$ cat src/isqrt_params.svh
// width and pipeline macros for the inverse square root datapath, include before use
`ifndef ISQRT_PARAMS_SVH
`define ISQRT_PARAMS_SVH

// stored fraction bits of the result significand (10 half, 23 single)
`define ISQRT_SIG_WIDTH 10

// one radix-2 digit per result bit after the hidden one, guard and round included
`define ISQRT_STEPS (`ISQRT_SIG_WIDTH + 2)

// recurrence steps between two boundary registers
`define ISQRT_STEPS_PER_STAGE 4

// groups of steps, last one may be short
`define ISQRT_NUM_STAGES ((`ISQRT_STEPS + `ISQRT_STEPS_PER_STAGE - 1) / `ISQRT_STEPS_PER_STAGE)

// remainder / D / C word, 3 integer bits with sign plus a fraction wide enough
// that every shift and add of the recurrence is exact
`define ISQRT_REM_WIDTH (3 + `ISQRT_SIG_WIDTH + 2 + 2 * `ISQRT_STEPS)

`endif

$ cat src/isqrt_pkg.sv
// digit and word types shared by the inverse square root blocks, used as isqrt_pkg::name
`include "isqrt_params.svh"

package isqrt_pkg;

    // ------------------------------------------------------------------------
    // recurrence digit
    // ------------------------------------------------------------------------

    // signed radix-2 digit, code 2'b10 never produced
    typedef enum logic [1:0] {
        DIGIT_ZERO = 2'b00, // keep Q, widen QM
        DIGIT_POS  = 2'b01, // add one ulp of this step
        DIGIT_NEG  = 2'b11  // take QM and add one ulp
    } digit_t;

    // ------------------------------------------------------------------------
    // datapath words
    // ------------------------------------------------------------------------

    // two's complement fixed point, binary point below the 3 integer bits
    // carries the scaled error W, the product D = d*Q and the term C
    typedef logic signed [`ISQRT_REM_WIDTH-1:0] rem_t;

    // partial root, integer bit on top then one bit per step
    // bit `ISQRT_STEPS weighs 2^0, bit 0 weighs 2^-`ISQRT_STEPS
    typedef logic [`ISQRT_STEPS:0] root_t;

endpackage

$ cat src/isqrt_init.sv
// seeds the recurrence state from the aligned significand, feeds stage 0
`timescale 1ns/1ps
`include "isqrt_params.svh"

module isqrt_init (
    input  logic [`ISQRT_SIG_WIDTH+1:0] d,      // fraction bits of 0.d, 0.25 < d < 1
    output isqrt_pkg::rem_t             rem,    // W0 = 1 - d
    output isqrt_pkg::rem_t             dq,     // D0 = d * Q0
    output isqrt_pkg::rem_t             c,      // C0 = d / 2
    output isqrt_pkg::root_t            q,      // Q0
    output isqrt_pkg::root_t            qm      // QM0
);

    localparam int frac_bits = `ISQRT_REM_WIDTH - 3;          // fraction of rem_t
    localparam int pad_bits  = frac_bits - (`ISQRT_SIG_WIDTH + 2); // below the lsb of d

    // 1.0 in rem_t format
    localparam isqrt_pkg::rem_t one = {3'b001, {frac_bits{1'b0}}};

    isqrt_pkg::rem_t d_word; // d aligned to the binary point of rem_t

    // ------------------------------------------------------------------------
    // remainder words
    // ------------------------------------------------------------------------

    assign d_word = {3'b000, d, {pad_bits{1'b0}}};

    // W = 2^j * (1 - d*Q^2) at j = 0 with Q0 = 1
    assign rem = one - d_word;
    assign dq  = d_word;         // d * 1
    assign c   = d_word >>> 1;   // d * 2^-(j+1), j = 0

    // ------------------------------------------------------------------------
    // root words
    // ------------------------------------------------------------------------

    // first root estimate is exactly 1, result lies in (1, 2)
    assign q = {1'b1, {`ISQRT_STEPS{1'b0}}};

    // 1 - 2^-1, its set half bit makes the first digit's OR update exact
    // first digit is never negative since W0 > 0
    assign qm = {1'b0, 1'b1, {(`ISQRT_STEPS - 1){1'b0}}};

endmodule

$ cat config.mk
export PLATFORM = sky130hd
export DESIGN_NAME = isqrt_init
export DESIGN_NICKNAME = d
export VERILOG_FILES = /design/src/isqrt_pkg.sv /design/src/isqrt_init.sv
export VERILOG_INCLUDE_DIRS = /design/src
export SDC_FILE = /design/constraint.sdc
export NUM_CORES = 1
export LEC_CHECK = 0
export BUFFER_PORTS_ARGS = -buffer_cell sky130_fd_sc_hd__buf_4
export CORE_MARGIN = 1
export CORE_UTILIZATION = 34
export DETAILED_ROUTE_END_ITERATION = 8
export PLACE_DENSITY = 0.88
export SYNTH_ARGS = -nofsm -noshare
export SYNTH_HDL_FRONTEND = slang
export SYNTH_SLANG_ARGS = --single-unit
$ cat constraint.sdc
create_clock -name vclk -period 1.4
set_clock_uncertainty 0.05 [all_clocks]
set_input_delay 0.28 -clock vclk [all_inputs]
set_output_delay 0.28 -clock vclk [all_outputs]
set_load 0.01 [all_outputs]
* Word level (Yosys, flattened, before mapping) *
Cells that the tools add are included.

operators by class
  add/subtract/negate cells = 1

operator list
  cell                      count
  $sub A37 B36 Y38 const A  1

word-level totals
  bits in registers = 0
  output and inout bits = 143
  word-level logic and storage cells = 1

* Longest topological paths before layout *
  word-level depth = 1
  depth in mapped cells = 4
  gate-level depth less buffers = 4

* Worst setup path before layout *
OpenSTA, ideal clock, no wires.

  path kind = in2out
  start point = in d[5]
  end point = out rem[36]
  data required time = 1070 ps
  data arrival time = 1078 ps
  slack = -8 ps
  stages = 3
  cell sequence = nor4_4 -> nand4b_1 -> nor3_1

on the way
  longest elaborated chain between the ends = 1

ends and longest elaborated chain
  element             line              RTL
  start: declaration  isqrt_init.sv:6   input logic [`ISQRT_SIG_WIDTH+1:0] d,
  $sub A37 B36 Y38    isqrt_init.sv:29  assign rem = one - d_word;
  end: declaration    isqrt_init.sv:7   output isqrt_pkg::rem_t rem,

No other way between the ends.

* Worst setup path in the final report *
  start point = in d[5]
  end point = out rem[34]

The elaborated chain is that of the path after synthesis.

==> impl_results.md <==
- First-pass GRT wire length: between 1000 and 1500 um
- Vias per std cell: approximately 2.9
- Crit path cell chain: buf_8, nor4_4, buf_4, nand4b_1, xor2_1, buf_4
- RSZ-0062 raised after global routing: true
- Worst vdd ir: ~0.000082 V
- Arr. time, crit path: around 1300 ps
- Synth area leader: buf_4
- Max Clock Freq: slightly above 0.6 GHz
- Dpl cells: 240
- Int Power: about 0.00015 W
- Multi-input logic area: approximately 660 um2
- Leakage power: approximately 0.73 nW
- Setup violators final: 7
- Setup TNS: -1260 ps
- Crit-path slowest cell: nor4_4
- Die area: ~3800 um2
- Syn_area_per_cell: 7.46 um2
- Total grt overflow: 0
- Placed inst area: about 1100 um2
- Met3 Track Usage GR: 0%
- DRC viols: 0
- NetSw: 0.000238 W
- Period utilisation layout: 116%
- PortBufs: 49
- Synth top area cells: buf_4 82%, xor2_1 4.4%, xnor2_1 2.9%
- Via count of the routed design: roughly 700
- Post-route minimum period: between 1500 and 2000 ps
- Netlist cell types: 14
- GRT met1 Usage: approximately 5.3%
- Setup CP Type: in2out
- Fin. max-slew vios: 0
- Net Sw Frac: around 62%
- Post-synthesis cell area: around 1200 um2
- Layout area overhead: 2.60%
- NumNets Final: approximately 210
- Warnings from Yosys: 0
- Flop pwr share: 0%
- Status: finished, violations left
- Slack of the critical path: -223 ps
- I/O pin total: between 150 and 200
- Die Wd: slightly above 60 um
- CP Capture Type: primary output
- FF+latch area: 0 um2
- Cell mode on critical path: buf_4
- Fillers: between 300 and 400
- Largest net degree at the start of global routing: 6
- Starting Density: between 30% and 40%
- Met2 Resource Use GR: between 10% and 20%
- DR pass1 iterations: 4
- Row Count: 21
- FFs & Latches: 0
- Clock Power Share: 0%
- Antenna Violating Nets Remaining: 0
- Synthesized instance count: 161
- Comb pwr share: 100.0%
- Core Region: about 3400 um2
- Post-synth top cells: 131 x buf_4, 6 x xor2_1, 4 x nor3_1, 4 x xnor2_1, 3 x nand2_1
- Pwr dens: between 300 and 400 nW/um2
- HP Class: in2out
- Failing checks: negative setup slack
- Final hold violation count: 0
- Die height: 61.4 um
- Wire length per cell: between 6 and 7 um
- Gpl congestion: 0.592
- Util after Layout: between 30% and 40%
- GRT Util Overall: 4.95%
- Max cap viols: 0
- Crit-path leading delay family: buffers and inverters
- Top Usage Layer GRT: met2
- Initial DRC Count: 13
- Initial antenna violation count: 0
- Inserted Diodes: 0
- Top cell type's share of synthesized area: just over 80%
- Pre-CTS setup slack: -258 ps
- CP Launch Type: input pin
- Final WL: ~1600 um
- Layout cells sized above 1: about two fifths
- Required time worst endpoint: around 1100 ps
- Finished Layout Cells: 243
- Vias in the first global route: roughly 350
- Max Fanout on Critical Path: 5
- WP buf/inv: 3
- Clock buffers: 0
- Max incr delay on CP: around 250 ps
- DP HPWL: around 1400 um
- Design area: about 1200 um2
- Register area share after synthesis: 0%
- Most frequent cell after synthesis: buf_4
==> cell usage in the layout, fill, tap and decap left out, drive strengths merged <==
| master | instances |
|---|---|
| nor2 | 2 |
| nor3 | 4 |
| inv | 2 |
| nand3 | 1 |
| nor4 | 1 |
| xor2 | 6 |
| nand4b | 2 |
| conb | 106 |
| ha | 1 |
| and4bb | 1 |
| nand2 | 3 |
| nor3b | 1 |
| xnor2 | 4 |
| buf | 63 |
==> final timing paths <==
kind	start	to	slack, ps	cells after the start
hold / removal	d[5]	c[28]	700	2
setup / recovery	d[5]	rem[34]	-220	6
==> logic make-up after synthesis <==
kind of cell	share of synthesized area [%]
buffers and inverters	82.5
and+or+nand+nor	8.54
adders and majority gates	1.04
xor gates and xnor gates	7.29
other	0.625
==> metrics by stage <==
stage | hold WS [ps] | total power, W
after global placement | 734 | 0.000349
after global routing | 709 | 0.000427
final | 704 | 0.000384
after floorplan | 543 | 0.000459
after CTS | 709 | 0.000364
after detailed placement | 735 | 0.000351
==> power by group through the flow <==
| stage | Clock [W] | Combinational (W) | Sequential, W |
|---|---|---|---|
| finish | 0 | 0.000384 | 0 |
| global route | 0 | 0.000427 | 0 |
| CTS | 0 | 0.000364 | 0 |
| detailed placement | 0 | 0.000351 | 0 |
| global placement | 0 | 0.000349 | 0 |
| floorplan | 0 | 0.000459 | 0 |
==> per-layer routing <==
layer / up-vias / wire length (um)
li1: 333 / -
met1: 307 / 471
met2: 75 / 892
met3: 0 / 250
met4: 0 / 0
met5: - / 0
==> area by class of cell <==
| cell class | count | area share [%] |
|---|---|---|
| multi-input combinational | 132 | 53.4 |
| timing repair buffer | 63 | 41.1 |
| tap | 46 | 4.67 |
| inverter | 2 | 0.812 |
==> timing repair <==
item,CTS,global route
endpoints found under the setup margin,10,9
gates resized for setup,11,12
pin swaps,5,6
hold buffers,0,0
endpoints found under the hold margin,0,0
buffers inserted,1,2
Power figures use the tool's default switching activity.
