### src/isqrt_params.svh
// width and pipeline macros for the inverse square root datapath, include before use
`ifndef ISQRT_PARAMS_SVH
`define ISQRT_PARAMS_SVH

// stored fraction bits of the result significand (10 half, 23 single)
`define ISQRT_SIG_WIDTH 10

// one radix-2 digit per result bit after the hidden one, guard and round included
`define ISQRT_STEPS (`ISQRT_SIG_WIDTH + 2)

// recurrence steps between two boundary registers
`define ISQRT_STEPS_PER_STAGE 4

// groups of steps, last one may be short
`define ISQRT_NUM_STAGES ((`ISQRT_STEPS + `ISQRT_STEPS_PER_STAGE - 1) / `ISQRT_STEPS_PER_STAGE)

// remainder / D / C word, 3 integer bits with sign plus a fraction wide enough
// that every shift and add of the recurrence is exact
`define ISQRT_REM_WIDTH (3 + `ISQRT_SIG_WIDTH + 2 + 2 * `ISQRT_STEPS)

`endif

### src/isqrt_pkg.sv
// digit and word types shared by the inverse square root blocks, used as isqrt_pkg::name
`include "isqrt_params.svh"

package isqrt_pkg;

    // ------------------------------------------------------------------------
    // recurrence digit
    // ------------------------------------------------------------------------

    // signed radix-2 digit, code 2'b10 never produced
    typedef enum logic [1:0] {
        DIGIT_ZERO = 2'b00, // keep Q, widen QM
        DIGIT_POS  = 2'b01, // add one ulp of this step
        DIGIT_NEG  = 2'b11  // take QM and add one ulp
    } digit_t;

    // ------------------------------------------------------------------------
    // datapath words
    // ------------------------------------------------------------------------

    // two's complement fixed point, binary point below the 3 integer bits
    // carries the scaled error W, the product D = d*Q and the term C
    typedef logic signed [`ISQRT_REM_WIDTH-1:0] rem_t;

    // partial root, integer bit on top then one bit per step
    // bit `ISQRT_STEPS weighs 2^0, bit 0 weighs 2^-`ISQRT_STEPS
    typedef logic [`ISQRT_STEPS:0] root_t;

endpackage

### src/isqrt_final.sv
// final correction and rounding bit extraction, last block of isqrt_sigcalc
`timescale 1ns/1ps
`include "isqrt_params.svh"

module isqrt_final (
    input  isqrt_pkg::rem_t            rem,        // last scaled error W_N
    input  isqrt_pkg::root_t           q,          // Q_N
    input  isqrt_pkg::root_t           qm,         // Q_N - ulp
    output logic [`ISQRT_SIG_WIDTH:0]  quotient,   // hidden bit and fraction
    output logic                       guard_bit,
    output logic                       round_bit,
    output logic                       sticky_bit
);

    localparam int guard_pos = `ISQRT_STEPS - `ISQRT_SIG_WIDTH - 1; // below the fraction
    localparam int round_pos = guard_pos - 1;

    isqrt_pkg::root_t root;  // truncated 1/sqrt(d)
    logic             rem_neg;

    // ------------------------------------------------------------------------
    // correction
    // ------------------------------------------------------------------------

    // W has the sign of 1/sqrt(d) - Q, negative means Q overshot by
    // less than one ulp so the truncated root is QM
    assign rem_neg = rem[`ISQRT_REM_WIDTH-1];
    assign root    = rem_neg ? qm : q;

    // ------------------------------------------------------------------------
    // field split
    // ------------------------------------------------------------------------

    assign quotient  = root[`ISQRT_STEPS -: `ISQRT_SIG_WIDTH+1]; // msb is the hidden 1
    assign guard_bit = root[guard_pos];
    assign round_bit = root[round_pos];

    // any error left means bits below round are non-zero
    assign sticky_bit = |rem;

endmodule

### config.mk
export PLATFORM = sky130hd
export DESIGN_NAME = isqrt_final
export DESIGN_NICKNAME = d
export VERILOG_FILES = /design/src/isqrt_pkg.sv /design/src/isqrt_final.sv
export VERILOG_INCLUDE_DIRS = /design/src
export SDC_FILE = /design/constraint.sdc
export NUM_CORES = 1
export LEC_CHECK = 0
export BUFFER_PORTS_ARGS = -buffer_cell sky130_fd_sc_hd__buf_4
export CAP_MARGIN = 20
export CELL_PAD_IN_SITES_DETAIL_PLACEMENT = 0
export CELL_PAD_IN_SITES_GLOBAL_PLACEMENT = 2
export CORE_MARGIN = 4
export CORE_UTILIZATION = 10
export DETAILED_ROUTE_END_ITERATION = 8
export PLACE_DENSITY = 0.95
export SLEW_MARGIN = 10
export SYNTH_ARGS = -nofsm -noshare
export SYNTH_HDL_FRONTEND = slang
export SYNTH_SLANG_ARGS = --single-unit
### constraint.sdc
create_clock -name vclk -period 3.49
set_input_delay 0.8725 -clock vclk [all_inputs]
set_output_delay 0.8725 -clock vclk [all_outputs]
set_load 0.01 [all_outputs]
# Word-level counts from Yosys, hierarchy flattened
# Cells that the tools add are included.
# op_classes
magnitude_cmp	0
n_div	0
shift	0
n_bitwise	0
reduce_logical	1
multipliers	0
eq_ne	0
n_addsub	0
n_mux	1
# op_table
op	n
$reduce_or A39 Y1	1
$mux W13	1
# word_totals
ramBits	0
latchBits	0
n_memories	0
word_cells	2
romBits	0
in_bits	65
reg_bits	0

# Logic depth before layout (Yosys ltp)
# Gate-level depths: netlist of run 1.
# depth
depth_word	1
ltp_mapped	3
ltp_nobuf	3

# Least setup slack after synthesis of run 1
# OpenSTA, ideal clock, no wires.
# synth_timing
path_kind	input to output
start	in rem[3]
end	out sticky_bit
cell_stages	3
slack_ps	978
arrival_time_ps	1640
path_cell_list	nor4_1 nand4_1 or3_1
# synth_between
elab_chain_cells	1
# synth_rtl
item	line_no	source
from (decl)	isqrt_final.sv:6	input isqrt_pkg::rem_t rem,
$reduce_or A39 Y1	isqrt_final.sv:39	assign sticky_bit = |rem;
to (decl)	isqrt_final.sv:12	output logic sticky_bit
# No other way between the ends.

# Worst setup path after layout of run 1
# layout_timing
start	in rem[38]
end	out sticky_bit
# Same word-level chain as after synthesis.

==> results.py, run 1 <==
metrics = {
    "final_layout": {
        "finalNetCount": 173,
        "n_clock_buffer": 0,
        "syn_to_final_growth_pct": 265,
        "drive_gt1_share_pct": 86.8,
        "final_cell_mix": "buf_4, mux2_2, nor4_1, nand4_1",
        "design.seq.count": 0,
        "seq_area_sq_um": 0,
        "diodes": 0,
        "fillCellCount": 228,
        "final_common_cell": "buf_4",
    },
    "worst_setup_path": {
        "path_max_fanout": 14,
        "worstPathRequired_ns": 2.62,
        "crit_path_end": "sticky_bit",
        "critPathKind": "in2out",
        "cp-end-kind": "primary output",
        "crit_start": "rem[38]",
        "worstPathArrival_ns": 1.97,
        "start_kind": "input pin",
    },
    "yosys": {
        "synth_top_family_by_area": "multiplexers",
        "yosysSeqAreaShare_pct": 0,
        "synth_cell_types": 7,
        "synth.largest_area_cell": "mux2_2",
        "synth_fa_ha_area_share_pct": 0,
        "synth_compound_area_share_pct": 0,
        "syn-num-nets": 93,
        "ys_warn_count": 0,
        "synth.area.top_cells": "mux2_2, nor4_1, nand4_1, or3_1, buf_2",
        "synth_top_area_share_pct": 62.2,
        "synth.avg_cell_area_sq_um": 8.40,
        "synthXorXnorAreaFrac_pct": 0,
        "netlist_area_sq_um": 235,
        "synthSimpleGateAreaFrac_pct": 35.6,
        "synthMuxAreaShare_pct": 62.2,
        "synth_cells": 28,
    },
    "power_and_ir_drop": {
        "power_density_mw_per_mm2": 113,
        "leakage_nw": 0.436,
        "vdd_ir_drop_max_v": 0.0000602,
        "clkPwrFrac_pct": 0,
        "seqPwrFrac_pct": 0,
        "power.total_mw": 0.0973,
        "p_sw_share_pct": 27.2,
        "p_comb_share_pct": 100.0,
        "cell_internal_pwr_mw": 0.0708,
        "p_sw_mw": 0.0264,
    },
    "route": {
        "vias_per_cell": 4.26,
        "ant_nets": 0,
        "vias": 571,
        "wl_per_cell_um": 11.5,
        "routed_wirelength_mm": 1.54,
        "drc": 0,
        "drt_first_iter_violations": 4,
        "drt-pass1-iter-count": 2,
    },
    "global_route": {
        "grt_start_max_net_pins": 15,
        "grt_pass1_vias": 617,
        "grt.total_usage_pct": 8.79,
        "grt_pass1_wl_mm": 2.41,
        "antenna_found_initial": 0,
        "gr-total-overflow": 0,
    },
    "sta": {
        "setup_tns_ns": 0,
        "hold_viol_final": 0,
        "setup_violations": 0,
        "rsz0062_at_grt": "false",
        "slew_violations": 0,
        "fin_ws_ns": 0.648,
        "worstMarginPinSlew_ns": 0.299,
        "final.min_clock_period_ns": 2.84,
        "max_freq_mhz": 352,
        "slew_headroom_pct": 79.9,
        "timing.final.crit_share_pct": 81.4,
    },
    "placed_design": {
        "place_congestion": 0.729,
        "dp_slack_ns": 0.636,
        "portBuffers": 79,
    },
    "hold_path": {
        "hp-class": "in2out",
    },
    "status": {
        "outcome": "complete, no violations",
    },
    "floorplanning": {
        "core-area_sq_mm": 0.00223,
        "fp.dieH_um": 56.5,
        "fp.dieArea_sq_mm": 0.00319,
        "io_pins": 79,
        "rows": 17,
        "die_x_um": 56.5,
        "start_util_pct": 10.5,
    },
    "run": {
        "drv_cap": 0,
    },
    "cts": {
        "cts_hold_buf": 0,
        "post_cts.repair.setup_buffers": 0,
        "post_cts_resize_count": 0,
    },
}
per-layer routing:
metal / vias up / wire length, um / track usage, %
met3: 0 / 351 / 5.06
met5: - / 0 / 0
li1: 276 / - / -
met1: 228 / 493 / 8.71
met2: 67 / 698 / 16.7
met4: 0 / 0 / 0
worst min path at each step:
| stage | startpoint | end | slack [ns] | cells past startpoint |
|---|---|---|---|---|
| after floorplan | q[1] | guard_bit | 1.90 | 1 |
| after global placement | q[0] | round_bit | 2.05 | 3 |
| after detailed placement | q[10] | quotient[8] | 2.05 | 3 |
| after CTS | q[4] | quotient[2] | 2.06 | 3 |
| after global routing | q[9] | quotient[7] | 2.07 | 3 |
| final | q[4] | quotient[2] | 2.05 | 3 |
cell type report:
cell class	count	area, sq um	share of cell area, %
timing repair buffer	79	593	69.1
tap	28	35.0	4.08
multi-input combinational	27	230	26.8
power groups by stage:
stage	Combinational [mW]	Clock [mW]	Sequential, mW
after global placement	0.0970	0	0
after global routing	0.105	0	0
after floorplan	0.0244	0	0
final	0.0973	0	0
after CTS	0.0988	0	0
after detailed placement	0.0987	0	0
metrics by stage:
| stage | instances | area, sq um | util [%] | hold WS [ns] |
|---|---|---|---|---|
| floorplan | 28 | 235 | - | 1.90 |
| global placement | 134 | 858 | 38.4 | 2.05 |
| detailed placement | 134 | 858 | 38.4 | 2.05 |
| CTS | 134 | 858 | 38.4 | 2.06 |
| global route | 134 | 858 | 38.4 | 2.07 |
| finish | 134 | 858 | 38.4 | 2.05 |
Yosys cell counts, drive strengths merged:
cell type	instances
buf	1
mux2	13
nor4	9
or3	1
nor3	1
nand2	1
nand4	2
cell families (layout without fill, tap and decap cells):
| family | count (synthesis) | after routing |
|---|---|---|
| AND/OR/NAND/NOR | 14 | 14 |
| multiplexers | 13 | 13 |
| buffers and inverters | 1 | 79 |
critical path, cell delays in order:
cell and delay (ns):
buf_4 0.17, nor4_1 0.29, nand4_1 0.10, or3_1 0.38, buf_4 0.15
(Power assumes the default switching activity.)
==> run 2, diff against run 1 <==
==> constraint.sdc (replaced) <==
create_clock -name vclk -period 2.75
set_input_delay 0.6875 -clock vclk [all_inputs]
set_output_delay 0.6875 -clock vclk [all_outputs]
set_load 0.01 [all_outputs]
==> results.py, run 2 (same netlist as run 1, synthesis figures left out) <==
metrics = {
    "final_layout": {
        "seq_area_sq_um": 0,
        "n_clock_buffer": 0,
        "fillCellCount": 228,
        "finalNetCount": 173,
        "instances_no_fill": 134,
        "final_common_cell": "buf_4",
        "final_cell_mix": "buf_4, mux2_2, nor4_1, nand4_1",
        "drive_gt1_share_pct": 86.8,
        "diodes": 0,
        "design.seq.count": 0,
        "syn_to_final_growth_pct": 265,
    },
    "floorplanning": {
        "core-area_sq_mm": 0.00223,
        "start_util_pct": 10.5,
        "rows": 17,
        "io_pins": 79,
        "fp.dieArea_sq_mm": 0.00319,
        "die_x_um": 56.5,
        "fp.dieH_um": 56.5,
    },
    "sta": {
        "slew_violations": 0,
        "final.min_clock_period_ns": 2.46,
        "max_freq_mhz": 407,
        "hold_viol_final": 0,
        "setup_violations": 0,
        "setup_tns_ns": 0,
        "worstMarginPinSlew_ns": 0.276,
        "rsz0062_at_grt": "false",
        "timing.final.crit_share_pct": 89.4,
        "slew_headroom_pct": 81.4,
    },
    "route": {
        "drc": 0,
        "drt_first_iter_violations": 4,
        "vias": 571,
        "vias_per_cell": 4.26,
        "ant_nets": 0,
        "drt-pass1-iter-count": 2,
        "routed_wirelength_mm": 1.55,
        "wl_per_cell_um": 11.6,
    },
    "power_and_ir_drop": {
        "clkPwrFrac_pct": 0,
        "power.total_mw": 0.124,
        "leakage_nw": 0.436,
        "p_comb_share_pct": 100.0,
        "power_density_mw_per_mm2": 144,
        "seqPwrFrac_pct": 0,
        "p_sw_share_pct": 27.4,
        "vdd_ir_drop_max_v": 0.0000727,
        "p_sw_mw": 0.0339,
        "cell_internal_pwr_mw": 0.0899,
    },
    "cts": {
        "post_cts_resize_count": 0,
        "cts_hold_buf": 0,
        "post_cts.repair.setup_buffers": 0,
    },
    "worst_setup_path": {
        "worstPathArrival_ns": 1.77,
        "critPathKind": "in2out",
        "path_max_fanout": 14,
        "cp-end-kind": "primary output",
        "start_kind": "input pin",
        "worstPathRequired_ns": 2.06,
        "crit_path_end": "sticky_bit",
        "crit_start": "rem[38]",
    },
    "global_route": {
        "grt_start_max_net_pins": 15,
        "grt_pass1_wl_mm": 2.44,
        "grt_pass1_vias": 625,
        "gr-total-overflow": 0,
        "grt.total_usage_pct": 8.93,
        "antenna_found_initial": 0,
    },
    "placed_design": {
        "portBuffers": 79,
        "place_congestion": 0.729,
        "dp_cells": 134,
    },
    "hold_path": {
        "hp-class": "in2out",
    },
    "status": {
        "outcome": "complete, no violations",
    },
    "run": {
        "drv_cap": 0,
    },
}
## run 2: cell counts in the layout (fill, tap and decap cells not counted)
No cell type changed its count.
## run 2: worst min-delay path by stage
stage | from | endpoint | slack [ns] | depth (start not counted)
final | q[4] | quotient[2] | 1.68 | 3
after floorplan | q[1] | guard_bit | 1.53 | 1
after detailed placement | q[10] | quotient[8] | 1.68 | 3
after CTS | q[4] | quotient[2] | 1.69 | 3
after global routing | qm[9] | quotient[7] | 1.70 | 3
after global placement | q[0] | round_bit | 1.68 | 3
## run 2: worst max-delay path, cell delays in order
cell,delay [ns]
buf_4,0.17
nor4_1,0.28
nand4_1,0.10
or3_1,0.38
buf_4,0.15
## run 2: layout make-up
class / instances / area [sq um] / share of cell area, %
Multi-Input combinational cell: 27 / 230 / 26.8
Timing Repair Buffer: 79 / 593 / 69.1
Tap cell: 28 / 35.0 / 4.08
## run 2: metrics by stage
stage	hold WS, ns	area, sq um	util [%]	worst slack (ns)
2_1_floorplan	1.53	235	-	0.608
3_3_place_gp	1.68	858	38.4	0.269
3_5_place_dp	1.68	858	38.4	0.270
4_1_cts	1.69	858	38.4	0.264
5_1_grt	1.70	858	38.4	0.221
6_report	1.68	858	38.4	0.291
## run 2: power by group through the flow
| stage | clock, mW | combinational [mW] | sequential [mW] |
|---|---|---|---|
| after floorplan | 0 | 0.0309 | 0 |
| after global placement | 0 | 0.123 | 0 |
| after detailed placement | 0 | 0.125 | 0 |
| after CTS | 0 | 0.126 | 0 |
| after global routing | 0 | 0.134 | 0 |
| final | 0 | 0.124 | 0 |
## run 2: layer usage
metal / vias to the layer above / track usage [%] / part of all wire, %
li1: 276 / - / -
met1: 228 / 8.84 / 31
met2: 67 / 17.2 / 45
met3: 0 / 4.83 / 23
met4: 0 / 0 / 0
met5: - / 0 / 0
==> run 3, diff against run 2 <==
--- a/config.mk
+++ b/config.mk
@@ -14,6 +14,8 @@
 export CORE_UTILIZATION = 10
 export DETAILED_ROUTE_END_ITERATION = 8
 export PLACE_DENSITY = 0.95
+export RECOVER_POWER = 100
+export SKIP_LAST_GASP = 1
 export SLEW_MARGIN = 10
 export SYNTH_ARGS = -nofsm -noshare
 export SYNTH_HDL_FRONTEND = slang
==> results.py, run 3 (same netlist as run 1, synthesis figures left out) <==
metrics = {
    "status": {
        "outcome": "complete, no violations",
    },
    "final_layout": {
        "multi_input_area_sq_um": 230,
        "instances_no_fill": 134,
        "utilization_pct": 36.2,
        "syn_to_final_growth_pct": 244,
        "fillCellCount": 237,
        "final_common_cell": "buf_4",
        "drive_gt1_share_pct": 74.5,
        "finalNetCount": 173,
        "seq_area_sq_um": 0,
        "final_cell_mix": "buf_4, mux2_2, clkbuf_1, nor4_1, nand4_1",
        "fin_area_sq_um": 810,
        "diodes": 0,
        "n_clock_buffer": 0,
        "design.seq.count": 0,
    },
    "worst_setup_path": {
        "slowest_stage": "or3_1",
        "cp_cell_sequence": "buf_4 > nor4_1 > nand4_1 > or3_1 > clkbuf_1",
        "worstPathRequired_ns": 2.06,
        "crit_buf_inv": 2,
        "path_max_fanout": 14,
        "worstPathArrival_ns": 1.75,
        "slowest_delay_ns": 0.37,
        "cp_top_family": "simple AND/OR/NAND/NOR gates",
        "start_kind": "input pin",
        "critPathKind": "in2out",
        "crit_start": "rem[38]",
        "cp-end-kind": "primary output",
    },
    "sta": {
        "slew_headroom_pct": 81.4,
        "whs_ns": 1.69,
        "max_freq_mhz": 410,
        "final.min_clock_period_ns": 2.44,
        "rsz0062_at_grt": "false",
        "worstMarginPinSlew_ns": 0.276,
        "fin_ws_ns": 0.312,
        "setup_tns_ns": 0,
        "setup_violations": 0,
        "hold_viol_final": 0,
        "timing.final.crit_share_pct": 88.6,
        "slew_violations": 0,
    },
    "hold_path": {
        "hp-start": "q[6]",
        "hp-class": "in2out",
        "hold_end": "quotient[4]",
        "hold_depth": 3,
    },
    "power_and_ir_drop": {
        "vdd_ir_drop_max_v": 0.0000656,
        "leakage_nw": 0.389,
        "power.total_mw": 0.113,
        "power_density_mw_per_mm2": 139,
    },
    "run": {
        "drv_cap": 0,
    },
    "global_route": {
        "grt_pass1_vias": 625,
        "grt_start_max_net_pins": 15,
        "antenna_found_initial": 0,
        "grt.total_usage_pct": 8.93,
        "gr-total-overflow": 0,
        "grt_pass1_wl_mm": 2.44,
    },
    "route": {
        "dr_wl_met3_um": 367,
        "drc": 0,
        "routed_wirelength_mm": 1.55,
        "drt_first_iter_violations": 4,
        "drt-pass1-iter-count": 2,
        "highest_layer": "met3",
        "vias_per_cell": 4.26,
        "wl_per_cell_um": 11.6,
        "wl_met2_um": 693,
        "vias": 571,
        "ant_nets": 0,
        "wl_met1_um": 493,
    },
    "cts": {
        "cts_hold_buf": 0,
        "post_cts.repair.setup_buffers": 0,
        "post_cts_resize_count": 0,
    },
    "placed_design": {
        "place_congestion": 0.729,
        "dp_slack_ns": 0.270,
        "dp_cells": 134,
        "place_area_sq_um": 858,
        "portBuffers": 79,
    },
    "floorplanning": {
        "fp.dieH_um": 56.5,
        "fp.dieArea_sq_mm": 0.00319,
        "start_util_pct": 10.5,
        "core-area_sq_mm": 0.00223,
        "die_x_um": 56.5,
        "io_pins": 79,
        "rows": 17,
    },
}
==> run 3: cell types whose count changed in the layout (fill, tap and decap cells not counted), sizes merged <==
| cell | delta |
|---|---|
| clkbuf | +13 |
| buf | -13 |
==> run 3: layout make-up <==
| class | instances | area share [%] |
|---|---|---|
| Timing Repair Buffer | 79 | 67.2 |
| Multi-Input combinational cell | 27 | 28.4 |
| Tap cell | 28 | 4.33 |
==> run 3: metal layers <==
| metal | up-vias | global-route usage, % |
|---|---|---|
| li1 | 276 | - |
| met1 | 228 | 8.84 |
| met2 | 67 | 17.2 |
| met3 | 0 | 4.83 |
| met4 | 0 | 0 |
| met5 | - | 0 |
==> run 3: how the worst max path moves through the flow <==
stage          slack (ns)  cells after the start          to
6_report             0.31                      5  sticky_bit
5_1_grt              0.23                      5  sticky_bit
4_1_cts              0.26                      5  sticky_bit
3_5_place_dp         0.27                      5  sticky_bit
3_3_place_gp         0.27                      5  sticky_bit
2_1_floorplan        0.61                      3  sticky_bit
==> run 3: power breakdown <==
part	switching [mW]	total, mW	internal (mW)
combinational	0.0337	0.113	0.0790
sequential	0	0	0
clock	0	0	0
